[src/scroll_pkg.sv]
// Scroll layer shared definitions
// Widths of the tile map, graphics ROM and palette paths,
// plus the unpacked form of the tile attribute byte
package scroll_pkg;

    // CPU side of the tile map
    typedef logic [11:0] cpu_addr_t;   // Bit 11 picks the attribute bank
    typedef logic [7:0]  byte_t;       // CPU data, tile code, raw attribute

    // Video side
    typedef logic [10:0] map_addr_t;   // Row 5 bits, column 6 bits
    typedef logic [8:0]  hpos_t;       // Horizontal position or scroll
    typedef logic [7:0]  vpos_t;       // Vertical position

    // Graphics ROM
    typedef logic [12:0] rom_addr_t;   // Code high 2, code 8, row 3
    typedef logic [31:0] rom_row_t;    // Eight 4-bit pixels, leftmost in 31:28

    // Pixel and colour
    typedef logic [3:0]  nibble_t;
    typedef logic [7:0]  pal_addr_t;   // Palette bank 4, pixel 4

    // Attribute byte as stored in the upper bank
    typedef struct packed {
        logic [1:0] code_hi;           // Extends the tile code to 10 bits
        logic       hflip;
        logic       vflip;
        logic [3:0] pal;               // Palette bank
    } tile_attr_t;

    // Pixels by which the map fetch runs ahead of the beam
    localparam hpos_t FETCH_LEAD = 9'd8;

endpackage

[src/scroll_pixel_shifter.sv]
// Scroll pixel shifter
// Holds the fetched ROM row of eight pixels and moves one nibble
// out per pixel, leftwards normally and rightwards for a mirrored
// tile. Presents the palette bank with the leading nibble.
module scroll_pixel_shifter (
    input  logic                   clk,
    input  logic                   rst,
    input  logic                   pxl_cen,

    input  logic                   row_load,
    input  scroll_pkg::rom_row_t   rom_data,
    input  scroll_pkg::tile_attr_t tile_attr,

    output scroll_pkg::pal_addr_t  pal_addr
);

    scroll_pkg::rom_row_t row;
    logic                 cur_hf;      // Direction of the tile on screen
    scroll_pkg::nibble_t  cur_pal;
    scroll_pkg::nibble_t  lead_pxl;

    always_ff @(posedge clk or posedge rst) begin
        if (rst) begin
            row     <= '0;
            cur_hf  <= 1'b0;
            cur_pal <= '0;
        end else if (pxl_cen) begin
            if (row_load) begin
                row     <= rom_data;
                cur_hf  <= tile_attr.hflip;
                cur_pal <= tile_attr.pal;
            end else if (cur_hf) begin
                row <= row >> 4;               // Mirrored, right end first
            end else begin
                row <= row << 4;
            end
        end
    end

    // Leading pixel sits at the end the row leaves from
    assign lead_pxl = cur_hf ? row[3:0] : row[31:28];
    assign pal_addr = {cur_pal, lead_pxl};

endmodule

[config.mk]
export PLATFORM = sky130hd
export DESIGN_NAME = scroll_pixel_shifter
export DESIGN_NICKNAME = d
export VERILOG_FILES = /design/src/scroll_pkg.sv /design/src/scroll_pixel_shifter.sv
export SDC_FILE = /design/constraint.sdc
export NUM_CORES = 1
export LEC_CHECK = 0
export ABC_AREA = 1
export BUFFER_PORTS_ARGS = -buffer_cell sky130_fd_sc_hd__buf_2
export CELL_PAD_IN_SITES_DETAIL_PLACEMENT = 1
export CELL_PAD_IN_SITES_GLOBAL_PLACEMENT = 1
export CORE_MARGIN = 2
export CORE_UTILIZATION = 38
export DETAILED_ROUTE_END_ITERATION = 12
export PLACE_DENSITY_LB_ADDON = 0.1
export SETUP_SLACK_MARGIN = 0.3
export SLEW_MARGIN = 5
export SYNTH_ARGS = -nofsm -noshare
export SYNTH_HDL_FRONTEND = slang
export SYNTH_SLANG_ARGS = --single-unit
[constraint.sdc]
create_clock -name clk -period 1.35 [get_ports clk]
set_clock_uncertainty 0.2 [all_clocks]
set_input_delay 0.135 -clock clk [delete_from_list [all_inputs] [get_ports clk]]
set_output_delay 0.135 -clock clk [all_outputs]
set_load 0.01 [all_outputs]
* After elaboration in Yosys (flattened, before gate mapping) *
Index checks and enable logic that the tools add are counted.

word-level totals
  register bits after elaboration = 37
  input bits = 44
  output and inout port bits = 8
  word-level logic and storage cells = 7

operators by class
  muxes and demuxes = 3
  reduce and logical (&&, ||, !) cells = 1

operators with widths
  kind              number
  $mux 32           2
  $mux 4            1
  $reduce_and 2->1  1

* Depth between registers and ports, before layout *
  depth after elaboration = 2
  mapped depth = 7
  gate-level depth less buffers = 5

* Worst setup path after synthesis *
Ideal clock, no wire load.

  path type = register to register
  start = reg cur_hf
  end = reg row[23]
  library setup time = 0.062 ns
  arrival = 0.998 ns
  data required time = 1.088 ns
  path slack = 0.090 ns
  cell stages (with the launch flop) = 7
  buffers on the path = 1
  clock period less this slack = 1.260 ns
  cell sequence = dfrtp_1 > nor2_8 > buf_2 > nand2_1 > nand3_1 > nand2_1 > inv_1

between the ends
  longest elaborated chain between the ends = 2

ends and longest elaborated chain
  item                    RTL line                    source
  from (decl)             scroll_pixel_shifter.sv:18  logic cur_hf;
  from (signal assigned)  scroll_pixel_shifter.sv:30  cur_hf <= tile_attr.hflip;
  $mux 32                 scroll_pixel_shifter.sv:32  end else if (cur_hf) begin
  $mux 32                 scroll_pixel_shifter.sv:28  if (row_load) begin
  to (signal assigned)    scroll_pixel_shifter.sv:29  row <= rom_data;
  to (signal assigned)    scroll_pixel_shifter.sv:33  row <= row >> 4;
  to (signal assigned)    scroll_pixel_shifter.sv:35  row <= row << 4;
  to (decl)               scroll_pixel_shifter.sv:17  scroll_pkg::rom_row_t row;

No other way between the ends.
A chain may end at the register's enable or synchronous reset.

* Worst setup path in the final report *
  start = reg cur_hf
  end = out pal_addr[2]

between the ends
  longest elaborated chain between the ends = 1

ends and longest elaborated chain
  item       RTL line                    source
  $mux 4     scroll_pixel_shifter.sv:41  assign lead_pxl = cur_hf ? row[3:0] : row[31:28];
  to (decl)  scroll_pixel_shifter.sv:14  output scroll_pkg::pal_addr_t pal_addr

No other way between the ends.

==> impl_metrics.toml <==
[detailed_routing]
drtAntennaViolNets = 0
route.detailed.drc = 0
vias_per_cell = 5.10
drt_iter0_drc = 105
dr.pass1.iters = 4
wl_per_cell_um = 15.6
vias = 2214
routed_wl_um = 6750

[sta]
hold_viol_final = 22
min_period_ns = 1.45
maxSlewViolCount = 0
setup_violations = 28
hold_slack_ns = -0.0550
worst_pin_slew_ns = 0.560
fin_crit_sh = 1.07
relSlewSlack = 0.626
rsz0062_at_grt = "yes"
fin_ws_ns = -0.0966
fmax_mhz = 691

[synthesis]
synth.avg_cell_area_um2 = 7.29
ys_ff_latch = 37
syn-num-nets = 332
synthesis.area_um2 = 2100
netlist_instances = 288
yosysSeqAreaShare = 0.441
synth.distinct_cells = 15
yosysWarnings = 0

[die]
rows = 27
die_h_um = 78.3
ioPinCount = 52
fp.dieW_um = 78.3
die_area_um2 = 6140
coreArea_um2 = 5410
initial_core_util = 0.388

[critical_path]
regToRegSetupSlack_ns = -0.09
startpoint = "cur_hf"
arrival_ns = 1.11
r2r_end = "row[4]"
r2r_cells = 7
path_class = "reg2out"
required_ns = 1.01
start_kind = "register"
worstReg2RegStart = "cur_hf"
path_max_fanout = 5
crit_path_end_kind = "output port"

[layout]
multi_input_area_um2 = 1050
final_util = 0.542
seq_area_um2 = 927
final_cells = 434
fillers = 702
drive_above_1_share = 0.352
area_growth_syn_to_layout_pct = 39.5
final_area_um2 = 2930
final_nets = 405

[placement]
place_ws_ns = 0.00995
placedCellCount = 404
placed_area_um2 = 2500
hpwl_um = 4280
place_congestion = 0.800
io_buffers = 48

[status]
violations = "negative hold slack, negative setup slack"
status = "finished, violations left"

[power]
power_density_nw_per_um2 = 1060
p_leak_nw = 1.50
ir_worst_vdd_v = 0.000541

[hold_path]
whs_path_depth = 5
hp-class = "in2reg"
hp-start = "rom_data[27]"
hold_path_end = "row[27]"

[clock_tree]
holdBufCountCts = 14
clockRootBuffer = "clkbuf_8"
htree_levels = 2
cts.path.max_buffers = 2
numCtsBuffers = 5
tritoncts = "yes"
clock_latency_ns = 0.28
cts.reportedPaths.clkPinSlew_ns = 0.07
clock-sinks = 37

[global_route]
grtUsageTotal = 0.231
grt_pass1_wl_um = 11100
antenna_found_initial = 1
grt_pass1_vias = 2310
overflow = 0
grt_start_max_net_pins = 38

[job]
maxCapViolations = 0
-- power breakdown --
part           switching, mW  internal, mW  total [mW]
sequential             0.156          1.27        1.42
combinational          0.451         0.430       0.881
clock                  0.390         0.406       0.796
total                  0.997          2.10        3.10
-- stage by stage --
stage / hold WS [ns] / power [mW] / setup TNS, ns
2_1_floorplan: -0.105 / 1.86 / 0
3_3_place_gp: 0.00194 / 2.12 / 0
3_5_place_dp: -0.000326 / 2.14 / 0
4_1_cts: -0.0513 / 3.05 / -1.36
5_1_grt: -0.0288 / 3.28 / -3.21
6_report: -0.0550 / 3.10 / -1.02
-- cell usage after synthesis --
library cell,instances,share of area
a21oi_1,24,0.057
nand3_1,64,0.15
buf_6,2,0.011
buf_4,4,0.014
nand2_2,1,0.0030
clkbuf_1,4,0.0071
buf_2,7,0.017
inv_2,2,0.0036
inv_1,27,0.048
or2_2,24,0.072
nand2_1,89,0.16
nor2_8,1,0.0095
nor2_2,1,0.0030
o21ai_1,1,0.0024
dfrtp_1,37,0.44
-- cells by family after synthesis --
logic type / synth area share
compound gates: 0.0596
flops: 0.441
buf+inv: 0.101
simple gates: 0.399
-- layout make-up --
| cell class | count | area share |
|---|---|---|
| tap | 72 | 0.0308 |
| sequential | 37 | 0.317 |
| multi-input combinational | 205 | 0.360 |
| antenna | 1 | 0.000854 |
| inverter | 29 | 0.0406 |
| clock buffer | 7 | 0.0295 |
| timing repair buffer | 82 | 0.220 |
| timing repair inverter | 1 | 0.00256 |
-- layout by cell type, fill, tap and decap left out, types with 8 or more instances in the layout --
cell type | synthesis | routed
nand2_1 | 89 | 80
nand3_1 | 64 | 54
buf_2 | 7 | 43
dfrtp_1 | 37 | 36
inv_1 | 27 | 25
a21oi_1 | 24 | 24
or2_2 | 24 | 24
dlygate4sd3_1 | 0 | 14
nand3_2 | 0 | 10
buf_6 | 2 | 10
buf_4 | 4 | 10
nand2_2 | 1 | 8
-- registers in the layout, summed over array words and instances, names as in the netlist --
register and count:
cur_hf 1, cur_pal 4, row 32
-- worst max-delay path by stage --
stage                  endpoint  slack [ns]  cells past startpoint
finish              pal_addr[2]        -0.1                      4
global route             row[4]       -0.16                      7
CTS                 pal_addr[1]       -0.09                      4
detailed placement      row[21]        0.01                      5
global placement        row[30]        0.01                      6
floorplan               row[10]        0.12                      6
-- critical path, stage by stage, from the launching register on --
cell	delay (ns)
dfrtp_2	0.46
buf_6	0.15
nand2_2	0.05
nand2_2	0.05
buf_6	0.11
-- layer usage --
| layer | global-route usage | vias to the layer above | wire length [um] |
|---|---|---|---|
| met2 | 0.392 | 52 | 3470 |
| met4 | 0.114 | 0 | 223 |
| met3 | 0.0414 | 20 | 172 |
| li1 | - | 1061 | - |
| met1 | 0.284 | 1081 | 2890 |
| met5 | 0 | - | 0 |
-- timing repair --
item	in CTS	in global routing
endpoints found under the setup margin	40	45
pin swaps	4	2
cloned	0	1
buffers inserted	5	2
endpoints found under the hold margin	74	7
gates resized for setup	13	19
No activity file was read; power rests on OpenSTA's default activity.
