File: src/scroll_pkg.sv
// Scroll layer shared definitions
// Widths of the tile map, graphics ROM and palette paths,
// plus the unpacked form of the tile attribute byte
package scroll_pkg;

    // CPU side of the tile map
    typedef logic [11:0] cpu_addr_t;   // Bit 11 picks the attribute bank
    typedef logic [7:0]  byte_t;       // CPU data, tile code, raw attribute

    // Video side
    typedef logic [10:0] map_addr_t;   // Row 5 bits, column 6 bits
    typedef logic [8:0]  hpos_t;       // Horizontal position or scroll
    typedef logic [7:0]  vpos_t;       // Vertical position

    // Graphics ROM
    typedef logic [12:0] rom_addr_t;   // Code high 2, code 8, row 3
    typedef logic [31:0] rom_row_t;    // Eight 4-bit pixels, leftmost in 31:28

    // Pixel and colour
    typedef logic [3:0]  nibble_t;
    typedef logic [7:0]  pal_addr_t;   // Palette bank 4, pixel 4

    // Attribute byte as stored in the upper bank
    typedef struct packed {
        logic [1:0] code_hi;           // Extends the tile code to 10 bits
        logic       hflip;
        logic       vflip;
        logic [3:0] pal;               // Palette bank
    } tile_attr_t;

    // Pixels by which the map fetch runs ahead of the beam
    localparam hpos_t FETCH_LEAD = 9'd8;

endpackage

File: src/scroll_palette.sv
// Scroll palette PROM
// 256 entries of 4 bits, indexed by palette bank and pixel.
// Loadable through the programming port, looked up once per pixel
// with a registered output.
module scroll_palette (
    input  logic                  clk,
    input  logic                  pxl_cen,

    // Programming port
    input  logic                  prog_en,
    input  scroll_pkg::pal_addr_t prog_addr,
    input  scroll_pkg::nibble_t   prog_data,

    // Lookup
    input  scroll_pkg::pal_addr_t pal_addr,
    output scroll_pkg::nibble_t   pxl
);

    scroll_pkg::nibble_t mem [256];

    // Blank colours until the PROM is loaded
    initial begin
        for (int i = 0; i < 256; i++)
            mem[i] = '0;
        pxl = '0;
    end

    always @(posedge clk) begin
        if (prog_en)
            mem[prog_addr] <= prog_data;
        if (pxl_cen)
            pxl <= mem[pal_addr];              // One pixel of latency
    end

endmodule

File: config.mk
export PLATFORM = sky130hd
export DESIGN_NAME = scroll_palette
export DESIGN_NICKNAME = d
export VERILOG_FILES = /design/src/scroll_pkg.sv /design/src/scroll_palette.sv
export SDC_FILE = /design/constraint.sdc
export NUM_CORES = 1
export LEC_CHECK = 0
export BUFFER_PORTS_ARGS = -buffer_cell sky130_fd_sc_hd__buf_4
export CAP_MARGIN = 20
export CELL_PAD_IN_SITES_DETAIL_PLACEMENT = 1
export CELL_PAD_IN_SITES_GLOBAL_PLACEMENT = 2
export CORE_ASPECT_RATIO = 1.2
export CORE_UTILIZATION = 35
export CTS_BUF_LIST = sky130_fd_sc_hd__clkbuf_2 sky130_fd_sc_hd__clkbuf_4 sky130_fd_sc_hd__clkbuf_8
export CTS_CLUSTER_SIZE = 10
export DETAILED_ROUTE_END_ITERATION = 10
export MAX_ROUTING_LAYER = met4
export PLACE_DENSITY_LB_ADDON = 0.1
export SLEW_MARGIN = 10
export SYNTH_ARGS = -nofsm -noshare
export SYNTH_HDL_FRONTEND = slang
export SYNTH_SLANG_ARGS = --single-unit
File: constraint.sdc
create_clock -name clk -period 3.5 [get_ports clk]
set_input_delay 0.7 -clock clk [delete_from_list [all_inputs] [get_ports clk]]
set_output_delay 0.7 -clock clk [all_outputs]
set_load 0.1 [all_outputs]
After elaboration in Yosys (flattened, before gate mapping)

Memory sizes are Yosys's and may differ from the RTL's. A register that Yosys moved wholly into a read port is not among the register bits.
Index checks and enable logic that the tools add are counted.

Flip-flop bits (word level): 0
RAM bits: 1024
Input bits: 23
Output and inout port bits: 4
Memories: 1

Memories:

| memory | depth | width | rd ports | clocked after memory_dff | write ports | line                 | source |
|---|---|---|---|---|---|---|---|
| mem    | 256   | 4     | 1        | 1                        | 1           | scroll_palette.sv:19 | `scroll_pkg::nibble_t mem [256];` |

Multiplexer cells: 2

Operators by type and width:

| operator         | number |
|---|---|
| 2-to-1 mux 1 bit | 2 |

Longest topological paths before layout

Gate-level depths: netlist (run 1).

Depth in word-level cells: 2
Mapped depth: 11
Mapped depth without buffers: 6

Worst setup path after synthesis (run 1)

No wires, ideal clock.

Path kind: input to register
From: input pal_addr[0]
To: register pxl[2] (read register of mem), data pin
Library setup time: 0.268 ns
Arrival: 2.497 ns
Required time: 3.232 ns
Slack: 0.734 ns
Cell stages on the path: 10
Buffers on the path: 5
Path through: buf_6 -> buf_6 -> buf_6 -> buf_4 -> buf_4 -> mux4_2 -> a22oi_1 -> nand3_1 -> nand4_1 -> o211ai_1

RTL lines:

| what        | line                 | source |
|---|---|---|
| from (decl) | scroll_palette.sv:15 | `input scroll_pkg::pal_addr_t pal_addr,` |
| to (decl)   | scroll_palette.sv:16 | `output scroll_pkg::nibble_t pxl` |

==> flow_summary_export.csv, run 1 <==
group,metric,value,unit
floorplan,die_w,313,µm
detailed_routing,drtIter0Drc,1506,
clock_network,clock_sinks,1028,
detailed_routing,num_vias,20600,
synth,seq_area_frac_synth,75.8,%
clock_network,clk_latency,0.88,ns
clock_network,cts_hold_buf,0,
global_routing,grt_pass1_wl,164000,µm
hold_path,hold_path_startpoint,"pxl_cen",
synth,syn_inst,2051,
setup_path,rr_startpoint,"mem[162][2]",
clock_network,cts_setup_buffers,0,
synth,synth-async-reset-ratio,0,%
floorplan,start_util,35.4,%
clock_network,cts_tree,"built",
synth,synth_area_leader_cell,"edfxtp_1",
cells_and_area,syn2layout_area_growth,14.9,%
clock_network,clk_pin_slew,0.07,ns
placement,io_buffers,26,
synth,synth.area.top_cells,"edfxtp_1, mux4_2, nor2_1",
floorplan,io_pins,27,
detailed_routing,dr.pass1.iters,5,
clock_network,cts_resized,0,
synth,synthDistinctLibCells,41,
floorplan,rows,136,
synth,synth_compound_area_share,2.15,%
detailed_routing,wl_per_cell,29.1,µm
setup_path,crit_required,4.09,ns
floorplan,die_h,376,µm
clock_network,clk_path_buf_depth,3,
synth,synthTopCellsByCount,"edfxtp_1, nor2_1, mux4_2, clkbuf_1, mux2i_1",
detailed_routing,ant_nets,0,
timing,fmax,368,MHz
run_status,outcome,"finished clean",
synth,synth-xor-area-share,0,%
cells_and_area,final_layout_size_suffix_gt1_share,28.6,%
setup_path,r2r_slack,0.78,ns
synth,synth-edff-count,1028,
synth,synth_top_family_by_area,"multiplexers",
placement,placed_cells,3608,
global_routing,grt_overflow_total,0,
timing,period_minus_slack,2.72,ns
hold_path,worstHoldPathCells,1,
synth,yosysTopAreaCellShare,75.8,%
floorplan,design.core.area,115000,µm²
setup_path,worstSetupPathType,"reg -> reg",
pwr,p_leak,14.5,nW
detailed_routing,avgViaCountPerCell,5.25,
clock_network,clock-root-buffer,"clkbuf_8",
clock_network,cts_buffers,166,
setup_path,end_kind,"register",
hold_path,min_path_type,"in -> reg",
placement,gp_congestion,0.790,
synth,yosys_most_used_dff,"edfxtp_1",
synth,synth.area.mux_share,15.6,%
pwr,peakVddDrop,0.398,mV
cells_and_area,final_cells,3917,
global_routing,grt_max_degree,97,
run,maxCapViolCount,0,
cells_and_area,fin_nets,2281,
synth,synth-seq-cells,1028,
detailed_routing,post-route-drc-count,0,
timing,worstMarginPinSlew,0.941,ns
hold_path,worstHoldEndpoint,"pxl[1]",
pwr,power,0.0252,W
synth,avgSynthCellArea,19.9,µm²
global_routing,grt_pass1_vias,22500,
timing,finalHoldViolations,0,
setup_path,start_kind,"register",
setup_path,critPathArrivalTime,3.31,ns
timing,maxSlewViolCount,0,
timing,max-slew-margin-rel,37.3,%
clock_network,htreeDepth,4,
setup_path,reg2regPathDepth,7,
placement,dp.final_hpwl,72900,µm
pwr,p_per_area,539,nW/µm²
synth,yosysMostFrequentCell,"edfxtp_1",
synth,syn_area,40700,µm²
synth,synthAdderAreaFrac,0,%
floorplan,dieArea,118000,µm²
global_routing,grt_usage,20.4,%
timing,finClkSkew,0.0325,ns
timing,rsz0062_at_grt,"no",
synth,synth-simple-area-share,4.73,%
synth,ys_warn_count,0,
timing,final-setup-viol-count,0,
timing,fin_crit_sh,77.7,%
global_routing,antenna_found_initial,8,
synth,syn_nets,2074,
detailed_routing,routed_wl,114000,µm
setup_path,critPathMaxFanout,1,
setup_path,r2r-end,"pxl[2]",
==> cell families (layout without fill, tap and decap cells) <==
logic type	after synthesis	count (layout)
simple gates	447	447
compound gates	125	125
mux	321	321
other cells	0	7
flops	1028	1028
buf+inv	130	471
==> per-layer routing <==
layer | vias to the layer above | track usage, % | routed length, µm
met4 | 0 | 6.89 | 3260
li1 | 8834 | - | -
met5 | - | - | 0
met1 | 11100 | 25.1 | 47800
met3 | 195 | 4.15 | 5090
met2 | 470 | 33.5 | 57800
==> layout make-up <==
cell class / count / area (µm²)
clock inverter: 82 / 497
inverter: 2 / 7.51
timing repair buffer: 167 / 1630
fill: 11200 / 68300
tap: 1518 / 1900
clock buffer: 220 / 2700
multi-input combinational: 893 / 9150
antenna: 7 / 17.5
sequential: 1028 / 30900
==> critical path, cell delays in order (launching register included) <==
cell and delay [ns]:
edfxtp_1 0.39, mux4_2 0.47, nor2b_1 0.14, a211oi_1 0.39, a2111oi_0 0.22, nor4_1 0.55
buf_4 0.20, o211ai_1 0.07
==> registers in the layout, summed over array words and instances (netlist names) <==
name / cells
pxl: 4
mem: 1024
==> how the worst max path moves through the flow <==
stage,from,to,slack (ns)
floorplan,pal_addr[0],pxl[2],0.73
global placement,pal_addr[1],pxl[0],-0.03
detailed placement,pal_addr[1],pxl[0],-0.07
CTS,mem[163][2],pxl[2],0.81
global route,mem[163][2],pxl[2],0.65
finish,mem[162][2],pxl[2],0.78
==> placed cells by master (no fill, tap or decap), types with 3 or more instances in the layout <==
| cell | netlist | routed |
|---|---|---|
| bufinv_16 | 0 | 3 |
| nor4_1 | 5 | 5 |
| inv_6 | 0 | 4 |
| a221oi_1 | 8 | 8 |
| clkinvlp_4 | 0 | 6 |
| o21ai_0 | 16 | 16 |
| mux2_2 | 6 | 6 |
| nor3_1 | 7 | 7 |
| nand2b_1 | 12 | 12 |
| nand4_1 | 15 | 15 |
| mux4_2 | 250 | 250 |
| inv_8 | 0 | 4 |
| buf_4 | 11 | 133 |
| o211ai_1 | 13 | 13 |
| buf_12 | 0 | 28 |
| a21oi_1 | 13 | 13 |
| a22oi_1 | 32 | 32 |
| edfxtp_1 | 1028 | 1028 |
| clkinv_2 | 0 | 20 |
| clkbuf_8 | 0 | 168 |
| a2111oi_0 | 7 | 7 |
| o22ai_1 | 10 | 10 |
| a31oi_1 | 6 | 6 |
| diode_2 | 0 | 7 |
| a211oi_1 | 7 | 7 |
| o221ai_1 | 8 | 8 |
| clkbuf_4 | 0 | 52 |
| nor2_1 | 275 | 275 |
| nand3_1 | 39 | 39 |
| buf_6 | 19 | 4 |
| nand2_1 | 55 | 55 |
| nor2b_1 | 26 | 26 |
| mux2i_1 | 65 | 65 |
| clkinv_1 | 0 | 44 |
==> report_power, final <==
group	internal (W)	switching [W]	leakage (nW)
sequential	0.0136	0.0000120	9.24
clock	0.00528	0.00490	1.69
combinational	0.000525	0.000901	3.57
total	0.0194	0.00581	14.5
==> metrics by stage <==
stage                     utilization (%)  hold WS (ns)  worst slack [ns]  TNS, ns  cell area [µm²]
after floorplan                         -         0.799             0.734        0            40700
after global placement               37.9          1.02           -0.0327  -0.0327            43600
after detailed placement             37.9          1.04           -0.0689  -0.0787            43600
after CTS                            40.6        0.0591             0.810        0            46800
after global routing                 40.7        0.0985             0.646        0            46800
final                                40.7         0.188             0.782        0            46800
No activity file was read; power rests on OpenSTA's default activity.
==> run 2, diff against run 1 <==
==> constraint.sdc (replaced) <==
create_clock -name clk -period 2.2 [get_ports clk]
set_input_delay 0.44 -clock clk [delete_from_list [all_inputs] [get_ports clk]]
set_output_delay 0.44 -clock clk [all_outputs]
set_load 0.1 [all_outputs]
==> flow_summary_export.csv, run 2 (synthesis results as in run 1) <==
group,metric,value,unit
run_status,outcome,"complete, but fails checks",
run_status,violations,"negative setup slack",
placement,io_buffers,26,
setup_path,slowest_delay,0.50,ns
clock_network,clk_latency,0.90,ns
setup_path,worstSetupPathType,"reg -> reg",
pwr,p_per_area,838,nW/µm²
global_routing,grt_usage,20.6,%
floorplan,start_util,35.4,%
floorplan,design.core.area,115000,µm²
floorplan,io_pins,27,
global_routing,antenna_found_initial,8,
detailed_routing,dr.pass1.iters,5,
placement,gp_congestion,0.800,
pwr,power,0.0407,W
placement,dp.final_hpwl,77800,µm
hold_path,min_path_type,"in -> reg",
hold_path,worstHoldPathCells,3,
pwr,p_leak,15.6,nW
timing,fmax,449,MHz
cells_and_area,syn2layout_area_growth,19.4,%
hold_path,worstHoldEndpoint,"mem[163][0]",
cells_and_area,mostFrequentLayoutCells,"edfxtp_1, buf_4, nor2_1, mux4_2, clkbuf_8",
hold_path,hold_path_startpoint,"prog_addr[1]",
clock_network,cts_tree,"built",
setup_path,critPathArrivalTime,2.82,ns
setup_path,path_depth,6,
setup_path,end_kind,"register",
floorplan,die_w,313,µm
clock_network,clock_sinks,1028,
global_routing,grt_overflow_total,0,
clock_network,cts_setup_buffers,0,
timing,worstMarginPinSlew,0.667,ns
detailed_routing,post-route-drc-count,0,
timing,max-slew-margin-rel,55.6,%
clock_network,clk_pin_slew,0.06,ns
setup_path,r2r_slack,-0.03,ns
detailed_routing,drtIter0Drc,1440,
global_routing,grt_max_degree,113,
setup_path,crit_required,2.79,ns
cells_and_area,top_regs,"mem (1024), pxl (4)",
timing,maxSlewViolCount,0,
clock_network,htreeDepth,4,
detailed_routing,wl_met2,59300,µm
setup_path,start_kind,"register",
floorplan,dieArea,118000,µm²
detailed_routing,num_vias,21100,
timing,setup_slack,-0.0286,ns
cells_and_area,regMostFlops,"mem",
timing,hold_ws,0.170,ns
timing,fin_crit_sh,101,%
timing,finClkSkew,0.0337,ns
setup_path,r2r-end,"pxl[1]",
global_routing,grt_pass1_vias,23300,
run,maxCapViolCount,0,
setup_path,critPathSlowestCell,"mux4_2",
detailed_routing,wl_per_cell,28.2,µm
detailed_routing,wl_met1,47700,µm
cells_and_area,final_layout_size_suffix_gt1_share,34.3,%
pwr,peakVddDrop,0.574,mV
timing,rsz0062_at_grt,"yes",
setup_path,path_buf_inv,1,
placement,pre_cts_ws,-0.963,ns
floorplan,rows,136,
cells_and_area,fin_nets,2461,
cells_and_area,layout_commonest_cell,"edfxtp_1",
cells_and_area,fillers,11100,
timing,finalHoldViolations,0,
setup_path,rr_startpoint,"mem[18][1]",
floorplan,die_h,376,µm
timing,period_minus_slack,2.23,ns
detailed_routing,wl_met3,4950,µm
setup_path,path_delay_family,"compound AO/OA/AOI/OAI gates",
global_routing,grt_pass1_wl,166000,µm
setup_path,reg2regPathDepth,6,
setup_path,path_cells,"mux4_2, a221oi_2, o21ai_0, buf_4, nor3_2, o211ai_1",
cells_and_area,largest_register_ffs,1024,
detailed_routing,avgViaCountPerCell,5.13,
detailed_routing,ant_nets,0,
clock_network,clk_path_buf_depth,3,
timing,final-setup-viol-count,4,
clock_network,clock-root-buffer,"clkbuf_8",
cells_and_area,fin_util,42.3,%
detailed_routing,routed.top_layer,"met4",
setup_path,critPathMaxFanout,1,
clock_network,cts_buffers,170,
timing,setup_tns,-0.0639,ns
detailed_routing,routed_wl,115000,µm
-- run 2: changes by cell type in the layout (fill, tap and decap cells not counted), sizes merged --
cell | previous run | this run
clkinv | 65 | 74
clkinvlp | 6 | 5
diode | 7 | 5
buf | 167 | 338
dlygate4sd3 | 0 | 5
bufinv | 3 | 5
-- run 2: cell type report --
class	count	area [µm²]	share of cell area [%]
clock buffers	220	2730	5.61
inverters	2	7.51	0.0154
diodes	5	12.5	0.0257
multi-input cells	893	9280	19.1
clock inverters	92	582	1.20
well taps	1518	1900	3.91
flip-flops and latches	1028	30900	63.5
repair buffers	343	3230	6.65
-- run 2: where the power goes --
part / internal (W) / switching, W / leakage [nW]
Sequential: 0.0216 / 0.0000241 / 9.24
Combinational: 0.00100 / 0.00148 / 4.61
Clock: 0.00874 / 0.00789 / 1.75
Total: 0.0313 / 0.00939 / 15.6
-- run 2: per-stage QoR --
step	cell area [µm²]	cells
4_1_cts	48500	4096
3_3_place_gp	45100	3779
5_1_grt	48600	4101
2_1_floorplan	40800	2051
3_5_place_dp	45100	3779
6_report	48600	4101
-- run 2: what timing repair did --
action,in CTS,in global routing
endpoints found under the setup margin,4,4
hold endpoints to repair,82,0
pin swaps,7,12
hold buffers,5,0
gates resized for setup,14,22
-- run 2: per-layer routing --
layer | up-vias | GRT usage, %
li1 | 9199 | -
met5 | - | -
met3 | 183 | 3.75
met2 | 481 | 34.3
met4 | 0 | 7.38
met1 | 11200 | 25.0
-- run 2: worst max-delay path by stage --
stage	from	to	slack (ns)
floorplan	pal_addr[0]	pxl[0]	-0.20
global placement	pal_addr[0]	pxl[3]	-0.97
detailed placement	pal_addr[0]	pxl[3]	-0.96
CTS	mem[176][1]	pxl[1]	-0.12
global route	mem[18][1]	pxl[1]	-0.14
finish	mem[18][1]	pxl[1]	-0.03
-- run 2: worst min-delay path: stages --
cell     delay [ns]
buf_4          0.16
nand3_1        0.14
nor2_1         0.13
