**config.mk**
```make
export PLATFORM = sky130hd
export DESIGN_NAME = scroll_fetch_ctrl
export DESIGN_NICKNAME = d
export VERILOG_FILES = /design/src/scroll_pkg.sv /design/src/scroll_fetch_ctrl.sv
export SDC_FILE = /design/constraint.sdc
export NUM_CORES = 1
export LEC_CHECK = 0
export BUFFER_PORTS_ARGS = -buffer_cell sky130_fd_sc_hd__buf_4
export CAP_MARGIN = 10
export CORE_MARGIN = 4
export CORE_UTILIZATION = 47
export DETAILED_ROUTE_END_ITERATION = 16
export GPL_TIMING_DRIVEN = 1
export PLACE_DENSITY = 0.87
export SETUP_SLACK_MARGIN = 0.15
export SLEW_MARGIN = 20
export SYNTH_ARGS = -nofsm -noshare
export SYNTH_HDL_FRONTEND = slang
export SYNTH_SLANG_ARGS = --single-unit
```
**constraint.sdc**
```tcl
create_clock -name clk -period 2.83 [get_ports clk]
set_input_delay 0.566 -clock clk [delete_from_list [all_inputs] [get_ports clk]]
set_output_delay 0.566 -clock clk [all_outputs]
set_load 0.1 [all_outputs]
```
**src/scroll_pkg.sv**
```systemverilog
// Scroll layer shared definitions
// Widths of the tile map, graphics ROM and palette paths,
// plus the unpacked form of the tile attribute byte
package scroll_pkg;

    // CPU side of the tile map
    typedef logic [11:0] cpu_addr_t;   // Bit 11 picks the attribute bank
    typedef logic [7:0]  byte_t;       // CPU data, tile code, raw attribute

    // Video side
    typedef logic [10:0] map_addr_t;   // Row 5 bits, column 6 bits
    typedef logic [8:0]  hpos_t;       // Horizontal position or scroll
    typedef logic [7:0]  vpos_t;       // Vertical position

    // Graphics ROM
    typedef logic [12:0] rom_addr_t;   // Code high 2, code 8, row 3
    typedef logic [31:0] rom_row_t;    // Eight 4-bit pixels, leftmost in 31:28

    // Pixel and colour
    typedef logic [3:0]  nibble_t;
    typedef logic [7:0]  pal_addr_t;   // Palette bank 4, pixel 4

    // Attribute byte as stored in the upper bank
    typedef struct packed {
        logic [1:0] code_hi;           // Extends the tile code to 10 bits
        logic       hflip;
        logic       vflip;
        logic [3:0] pal;               // Palette bank
    } tile_attr_t;

    // Pixels by which the map fetch runs ahead of the beam
    localparam hpos_t FETCH_LEAD = 9'd8;

endpackage

```
**src/scroll_fetch_ctrl.sv**
```systemverilog
// Scroll fetch sequencer
// Works out the scrolled and optionally flipped beam position,
// reads the tile map one tile ahead, builds the graphics ROM
// address and strobes the row load into the pixel shifter.
// Phases come from the low three bits of the effective column.
module scroll_fetch_ctrl (
    input  logic                   clk,
    input  logic                   rst,
    input  logic                   pxl_cen,

    // Beam and scroll
    input  scroll_pkg::hpos_t      hpos,
    input  scroll_pkg::hpos_t      hdump,
    input  scroll_pkg::vpos_t      vdump,
    input  logic                   flip,

    // Tile map video port
    output scroll_pkg::map_addr_t  map_addr,
    input  scroll_pkg::byte_t      code,
    input  scroll_pkg::byte_t      attr,

    // Graphics ROM and shifter
    output scroll_pkg::rom_addr_t  rom_addr,
    output logic                   row_load,
    output scroll_pkg::tile_attr_t tile_attr
);

    typedef logic [2:0] phase_t;

    localparam phase_t PH_ROM  = 3'd0; // Set the ROM address from code and attribute
    localparam phase_t PH_LOAD = 3'd4; // Hand the ROM row to the shifter
    localparam phase_t PH_MAP  = 3'd7; // Read the tile map on the last pixel of a tile

    scroll_pkg::hpos_t      hsum;
    scroll_pkg::hpos_t      heff;      // Effective column
    scroll_pkg::vpos_t      veff;      // Effective row
    scroll_pkg::tile_attr_t attr_in;
    phase_t                 phase;
    logic [2:0]             row_sel;   // Pixel row inside the tile

    always_comb begin
        hsum    = hdump + hpos + scroll_pkg::FETCH_LEAD;
        heff    = hsum ^ {1'b0, {8{flip}}};    // Bit 8 keeps the page
        veff    = vdump ^ {8{flip}};
        attr_in = scroll_pkg::tile_attr_t'(attr);
        phase   = heff[2:0];
        row_sel = veff[2:0] ^ {3{attr_in.vflip}};
    end

    // Tile map index from the top 5 bits of veff and heff[8:3]
    always_ff @(posedge clk or posedge rst) begin
        if (rst) begin
            map_addr <= '0;
        end else if (pxl_cen && phase == PH_MAP) begin
            map_addr <= {veff[7:3], heff[8:3]};
        end
    end

    // ROM address and attribute of the tile in flight
    always_ff @(posedge clk or posedge rst) begin
        if (rst) begin
            rom_addr  <= '0;
            tile_attr <= '0;
        end else if (pxl_cen && phase == PH_ROM) begin
            rom_addr  <= {attr_in.code_hi, code, row_sel};  // 2+8+3
            tile_attr <= attr_in;
            tile_attr.hflip <= attr_in.hflip ^ flip;        // Screen flip mirrors each tile too
        end
    end

    // One clk wide on the phase-4 pixel
    assign row_load = pxl_cen && phase == PH_LOAD;

    // The ROM address holds still across the load
    a_load_window: assert property (
        @(posedge clk) disable iff (rst)
        $rose(row_load) |-> $stable(rom_addr)
    ) else $error("row load outside its fetch window");

endmodule

```
* Word level (Yosys, flattened, before mapping)
Cells that the tools add are included.
** Operators by class
- Reduce and logical (&&, ||, !) cells :: 4
- Equal/unequal tests :: 2
- Add/sub/neg operators :: 2
- Bitwise gates (word level) :: 4
** Operator list (count)
- adder 9 x 4 -> 9 bit (second input constant) :: 1
- adder 9 bit :: 1
- XOR 9 x 8 -> 9 bit :: 1
- XOR 8 bit :: 1
- == test 3 bit (second input constant) :: 2
- logical AND 1 bit :: 3
- zero test 3 bit :: 1
- XOR 3 bit :: 1
- XOR 1 bit :: 1
** Storage, ports and cells
- Output and inout port bits :: 33
- Logic and storage cells :: 18
- Bits in registers :: 32

* Depth between registers and ports, before layout
Gate-level depths: netlist of run 1.
- Depth in word-level cells :: 5
- Gate-level depth with buffers :: 9
- Depth with buffers taken out :: 9

* Worst setup path before layout of run 1
OpenSTA, ideal clock, no wires.
- Path kind :: input-to-output
- From :: in hpos[1]
- To :: out row_load
- Arrival :: 3.024 ns
- Required time :: 2.264 ns
- Path buffers :: 0
- Stages on the path :: 5
- Path slack :: -0.760 ns
- Cells stage by stage :: ha_1 > ha_1 > fa_1 > xnor2_1 > nor2_1
** Between the ends
- Word-level cells in the longest chain between the ends :: 5
** Ends and longest elaborated chain
- start: declaration :: line scroll_fetch_ctrl.sv:12 : input scroll_pkg::hpos_t hpos,
- adder 9 bit :: line scroll_fetch_ctrl.sv:42 : hsum = hdump + hpos + scroll_pkg::FETCH_LEAD;
- adder 9 x 4 -> 9 bit :: line scroll_fetch_ctrl.sv:42
- XOR 9 x 8 -> 9 bit :: line scroll_fetch_ctrl.sv:43 : heff = hsum ^ {1'b0, {8{flip}}};
- == test 3 bit :: line scroll_fetch_ctrl.sv:72 : assign row_load = pxl_cen && phase == PH_LOAD;
- logical AND 1 bit :: line scroll_fetch_ctrl.sv:72
- end: declaration :: line scroll_fetch_ctrl.sv:24 : output logic row_load,
Every way passes these cells.

* Final worst setup path of run 1
- From :: in hdump[1]
- To :: out row_load
** Between the ends
- Word-level cells in the longest chain between the ends :: 5
** Ends and longest elaborated chain
- start: declaration :: line scroll_fetch_ctrl.sv:13 : input scroll_pkg::hpos_t hdump,
- adder 9 bit :: line scroll_fetch_ctrl.sv:42
- adder 9 x 4 -> 9 bit :: line scroll_fetch_ctrl.sv:42
- XOR 9 x 8 -> 9 bit :: line scroll_fetch_ctrl.sv:43
- == test 3 bit :: line scroll_fetch_ctrl.sv:72
- logical AND 1 bit :: line scroll_fetch_ctrl.sv:72
Every way passes these cells.

==> out/summary.txt, run 1 <==
Hold violation count in the final report: 0
Root Buffer Master: clkbuf_8
Worst slew slack as a fraction of its limit: 0.692
CP endpoint: row_load
Worst R2R End: tile_attr[5]
Setup repair after global routing missed its margin: false
Buffers from clock root to sink, at most: 2
Ports: 79
# rows: 22
Starting DRC count in detailed routing: 94
Final critical-path required period: 2.63 ns
Number of distinct library cells after synthesis: 32
Number of buffers added by the clock tree synthesis step: 5
Post-detailed-route via-to-cell ratio: 4.92
Endpoints failing setup: 0
Effective utilization at floorplan: 0.486
Cell Area, Synth: 0.00178 mm2
Largest area contributor in the synthesized netlist: dfrtp_1
Global-route wire length before repair: 6470 um
Top area cells in the synthesized netlist: dfrtp_1 (42%), mux2_4 (12%), ha_1 (11%), xnor2_1 (8.9%), o21ai_0 (4.8%)
First-pass iteration count of the detailed router: 4
Master of the slowest instance on the critical path: fa_2
Average cell area after synthesis: 11.6 um2
Crit path from: hdump[1]
Worst clock skew: 0 ns
GR Overflow Total: 0
HPWL Detailed: 3050 um
Required time of the critical path: 2.26 ns
Die ar.: 0.00483 mm2
Number of global-route vias before repair: 1421
Die Height: 69.5 um
Total wire length: 3920 um
Final routed wire length divided by cell count: 13.9 um
Kind of start point of the critical path: primary input
Clock input transition at the sequential cells of the worst setup and hold paths: 0.06 ns
Sequential share of the synthesized area: 0.422
Net count, final: 298
Detail Route Antenna Nets: 0
Arrival @ worst endpoint: 2.06 ns
Layout area overhead: 43.9%
Max-capacitance violation count: 0
Synth top area share: 0.422
Worst path cell trace: buf_4, ha_4, ha_4, fa_2, xnor2_4, nor2_4, buf_12
Number of sinks handled by clock tree synthesis: 30
Cells after synthesis: 154
Gp weighted congestion: 0.777
DR DRC count: 0
Result of the run: finished, final reports clean
Vias: 1393
Number of nets in the synthesized netlist: 216
Area of the core region: 0.00366 mm2
Horizontal die dimension: 69.5 um
HP Class: primary input to asynchronous set/reset pin
Maximum frequency from static timing analysis: 380 MHz
Logic depth of the worst register-to-register path: 4
Skew-Pair Late Insertion Delay: 0.27 ns
Depth of the CTS H-tree: 2
Capturing element type of the critical path: output pin
Final period util: 0.929
Max-slew violation count: 0
Slew at the pin with the worst max-slew slack: 0.456 ns
Most common cell type on the critical path: ha_4
Number of diodes added for antenna fixing: 0
TritonCTS clock tree: built
Pin count of the biggest net entering global routing: 31
Share of cells above drive strength 1: 0.485
Synthesized flop and latch total: 30
Slowest stage delay, CP: 0.59 ns
Overall Global Routing Usage: 0.167
# hold bufs at CTS: 0
Port Buffers: 78
Yosys warning count: 0
Register-to-Register Setup Slack: 1.87 ns
Antenna violations before repair: 0
RR Startpoint: tile_attr[5]
Critical path type: primary input to output pin
Setup_tns: 0 ns
Highest net fanout along the worst path: 2
-- per-layer routing --
layer  routed length (um)  global-route usage
met2                 2130               0.305
met4                   87              0.0759
met3                  194              0.0290
met5                    0                   0
met1                 1510               0.186
-- synthesized netlist by cell type --
cell type,instances
nor4b_1,1
a31oi_1,1
fa_1,1
buf_6,3
xor2_1,5
inv_1,5
mux2_4,14
and4b_1,1
nand2_2,1
a21oi_1,4
ha_1,15
a211oi_1,1
o21ai_0,17
dfrtp_1,30
nand2_1,15
a31o_2,1
and4_1,1
o21a_2,1
xnor2_1,18
nor3_2,1
buf_4,3
and3_1,1
buf_2,2
o31a_1,1
o21bai_1,1
nor2_1,1
nand2b_1,1
o21ai_1,1
a21o_1,3
o22ai_1,1
nand3_1,2
mux2_2,1
-- state kept, by name, summed over array words and instances, names as in the netlist --
name and count:
map_addr 11, tile_attr 6, rom_addr 13
-- final cells by class --
cell class              instances  area (um2)
fillers                       289        1100
repair buffers                 83         648
flip-flops and latches         30         751
clock buffers                   6        82.6
multi-input cells             111        1000
well taps                      48        60.1
inverters                       5        18.8
-- cells by family (layout without fill, tap and decap cells) --
| family | Yosys count | after routing | synth area share |
|---|---|---|---|
| flops | 30 | 30 | 0.422 |
| buf+inv | 13 | 94 | 0.0478 |
| xor+xnor | 23 | 23 | 0.113 |
| mux | 15 | 15 | 0.124 |
| fa+ha+maj | 16 | 16 | 0.117 |
| simple gates | 25 | 25 | 0.0710 |
| compound gates | 32 | 32 | 0.105 |
-- per-stage QoR --
step / hold slack [ns] / setup WS, ns / cell area, um2 / util / std cells
2_1_floorplan: 0.657 / 0.0937 / 1820 / - / 154
3_3_place_gp: 0.463 / 0.110 / 2450 / 0.668 / 276
3_5_place_dp: 0.472 / 0.0870 / 2450 / 0.668 / 276
4_1_cts: 0.372 / 0.156 / 2540 / 0.693 / 282
5_1_grt: 0.395 / 0.151 / 2560 / 0.699 / 283
6_report: 0.358 / 0.201 / 2560 / 0.699 / 283
-- repair_timing --
action                     4_1_cts  5_1_grt
setup buffers                    0        1
setup endpoints to repair        1        1
pin swaps                        0        4
hold endpoints to repair         0        0
gates resized for setup          2        2
-- worst max-delay path: cells and delay by family --
family | cells | cell delay [ns]
xor gates and xnor gates | 1 | 0.09
buffers and inverters | 2 | 0.30
adders and majority gates | 3 | 0.98
and+or+nand+nor | 1 | 0.12
-- layout by cell type (no fill, tap or decap), types with 2 or more instances in the layout --
cell and instances:
o21ai_0 17, nand2_1 15, buf_4 81, ha_4 2, a21o_1 3, buf_12 2, a21oi_1 4, clkbuf_8 6
mux2_4 14, xnor2_1 17, ha_1 12, nand3_1 2, inv_1 5, xor2_1 5, dfrtp_1 30
-- how the worst min path moves through the flow --
stage          cells after the start     endpoint        start
2_1_floorplan                      1  map_addr[0]          rst
3_3_place_gp                       2  rom_addr[1]  rom_addr[1]
3_5_place_dp                       2  map_addr[7]  map_addr[7]
4_1_cts                            3  map_addr[0]          rst
5_1_grt                            3  rom_addr[9]          rst
6_report                           3  rom_addr[9]          rst
Power of run 1 is not shown: default switching activity piles up to over one toggle a cycle in this logic, so the estimate is an artifact.
==> run 2, diff against run 1 <==
clock period = 2.9 ns   (was 2.83 ns; I/O delays follow)
==> out/summary.txt, run 2 (synthesized netlist as in run 1, its figures left out) <==
Number of standard cells in the final layout excluding fillers: 285 (was 283)
Capturing element type of the critical path: output pin (unchanged)
First-pass iteration count of the detailed router: 4 (unchanged)
Number of diodes added for antenna fixing: 0 (unchanged)
Slowest stage delay, CP: 0.60 ns (was 0.59 ns)
# rows: 22 (unchanged)
Layout area overhead: 44.7% (was 43.9%)
Pin count of the biggest net entering global routing: 31 (unchanged)
Setup repair after global routing missed its margin: false (unchanged)
Root Buffer Master: clkbuf_8 (unchanged)
Leading cell type in the layout, fill and taps excluded: buf_4 (unchanged)
Required time of the critical path: 2.32 ns (was 2.26 ns)
Skew-Pair Late Insertion Delay: 0.28 ns (was 0.27 ns)
Slew at the pin with the worst max-slew slack: 0.438 ns (was 0.456 ns)
Logic depth of the worst register-to-register path: 4 (unchanged)
Global-route wire length before repair: 6760 um (was 6470 um)
Antenna violations before repair: 0 (unchanged)
Top library cells by usage in the layout, fill and taps aside: buf_4 (81), dfrtp_1 (30), xnor2_1 (17), o21ai_0 (17), nand2_1 (15) (unchanged)
Final period util: 0.931
Critical path type: primary input to output pin (unchanged)
Register with the most flip-flops: rom_addr (unchanged)
Final routed wire length divided by cell count: 14.2 um (was 13.9 um)
Die ar.: 0.00483 mm2 (unchanged)
Clock input transition at the sequential cells of the worst setup and hold paths: 0.06 ns (about the same)
Worst path setup slack after routing: 0.201 ns (about the same)
Top layer reached by signal wires: met4 (unchanged)
Number of sinks handled by clock tree synthesis: 30 (unchanged)
Worst slack on hold paths: 0.380 ns (was 0.358 ns)
Port Buffers: 78 (unchanged)
Arrival @ worst endpoint: 2.12 ns (was 2.06 ns)
Total routed wire length on the met1 layer: 1480 um (was 1510 um)
Die Height: 69.5 um (unchanged)
Area of the core region: 0.00366 mm2 (unchanged)
Setup_tns: 0 ns (unchanged)
Endpoints failing setup: 0 (unchanged)
Overall Global Routing Usage: 0.177 (was 0.167)
Final critical-path required period: 2.70 ns
Number of buffers added by the clock tree synthesis step: 5 (unchanged)
RR Startpoint: tile_attr[5] (unchanged)
Maximum frequency from static timing analysis: 371 MHz
Buffers from clock root to sink, at most: 2 (unchanged)
GR Overflow Total: 0 (unchanged)
Post-placement setup slack: 0.0617 ns (was 0.0870 ns)
DR DRC count: 0 (unchanged)
Worst R2R End: tile_attr[5] (unchanged)
Detail Route Antenna Nets: 0 (unchanged)
Worst slew slack as a fraction of its limit: 0.705 (was 0.692)
Worst clock skew: 0 ns (unchanged)
Effective utilization at floorplan: 0.486 (unchanged)
# hold bufs at CTS: 0 (unchanged)
Result of the run: finished, final reports clean (unchanged)
Number of flip-flops in the largest register: 13 (unchanged)
Net count, final: 298 (unchanged)
TritonCTS clock tree: built (unchanged)
Most common cell type on the critical path: ha_4 (unchanged)
Ports: 79 (unchanged)
Master of the slowest instance on the critical path: fa_2 (unchanged)
Vias: 1408 (was 1393)
Gp weighted congestion: 0.772 (was 0.777)
Number of fillers in the final layout: 297 (was 289)
Depth of the CTS H-tree: 2 (unchanged)
Register-to-Register Setup Slack: 1.94 ns (was 1.87 ns)
Kind of start point of the critical path: primary input (unchanged)
Max-capacitance violation count: 0 (unchanged)
Wire length on met3: 233 um (was 194 um)
Total wire length: 4040 um (was 3920 um)
Hold violation count in the final report: 0 (unchanged)
Worst path cell trace: buf_4, ha_4, ha_4, fa_2, xnor2_2, nor2_4, buf_12 (was buf_4, ha_4, ha_4, fa_2, xnor2_4, nor2_4, buf_12)
Horizontal die dimension: 69.5 um (unchanged)
Wire length on met2: 2280 um (was 2130 um)
HP Class: primary input to asynchronous set/reset pin (unchanged)
HPWL Detailed: 3190 um (was 3050 um)
Post-detailed-route via-to-cell ratio: 4.94 (was 4.92)
Number of global-route vias before repair: 1489 (was 1421)
Placed cells: 275 (was 276)
Largest registers: rom_addr x13, map_addr x11, tile_attr x6 (unchanged)
Share of cells above drive strength 1: 0.489 (was 0.485)
Starting DRC count in detailed routing: 60 (was 94)
Max-slew violation count: 0 (unchanged)
Highest net fanout along the worst path: 4 (was 2)
-- run 2: changes by cell type in the layout (fill, tap and decap cells not counted), sizes merged --
cell    previous run  this run
bufinv             0         1
clkbuf             6         5
clkinv             0         2
-- run 2: routing by layer --
metal / vias up / GRT usage
met3: 6 / 0.0464
li1: 699 / -
met5: - / 0
met2: 50 / 0.328
met4: 0 / 0.0694
met1: 653 / 0.189
-- run 2: worst max-delay path by stage --
stage	from	end	slack (ns)	depth (start not counted)
2_1_floorplan	hpos[1]	row_load	0.14	5
3_3_place_gp	hpos[1]	row_load	0.09	7
3_5_place_dp	hpos[1]	row_load	0.06	7
4_1_cts	hpos[1]	row_load	0.16	7
5_1_grt	hpos[1]	row_load	0.15	7
6_report	hpos[1]	row_load	0.20	7
-- run 2: layout make-up --
type | instances | area [um2] | share of cell area
Sequential cell | 30 | 751 | 0.292
Tap cell | 48 | 60.1 | 0.0233
Timing Repair Buffer | 83 | 648 | 0.252
Inverter | 5 | 18.8 | 0.00729
Clock buffer | 5 | 68.8 | 0.0267
Multi-Input combinational cell | 111 | 988 | 0.384
Clock inverter | 3 | 40.0 | 0.0155
-- run 2: timing repair --
item                                   4_1_cts  5_1_grt
endpoints found under the hold margin        0        0
pin swaps                                    1        2
setup buffers                                0        2
setup endpoints to repair                    1        1
gates resized for setup                      3        0
-- run 2: critical path: cells and delay by family --
family | cells | cell delay [ns]
AND/OR/NAND/NOR | 1 | 0.12
XOR/XNOR | 1 | 0.12
adder cells (fa/ha/maj) | 3 | 1.00
buffers and inverters | 2 | 0.30
-- run 2: metrics by stage --
stage | instance area (um2) | util
floorplan | 1820 | -
global placement | 2440 | 0.666
detailed placement | 2440 | 0.666
finish | 2570 | 0.703
CTS | 2560 | 0.699
global route | 2570 | 0.703
Power of run 2 is left out for the same reason.
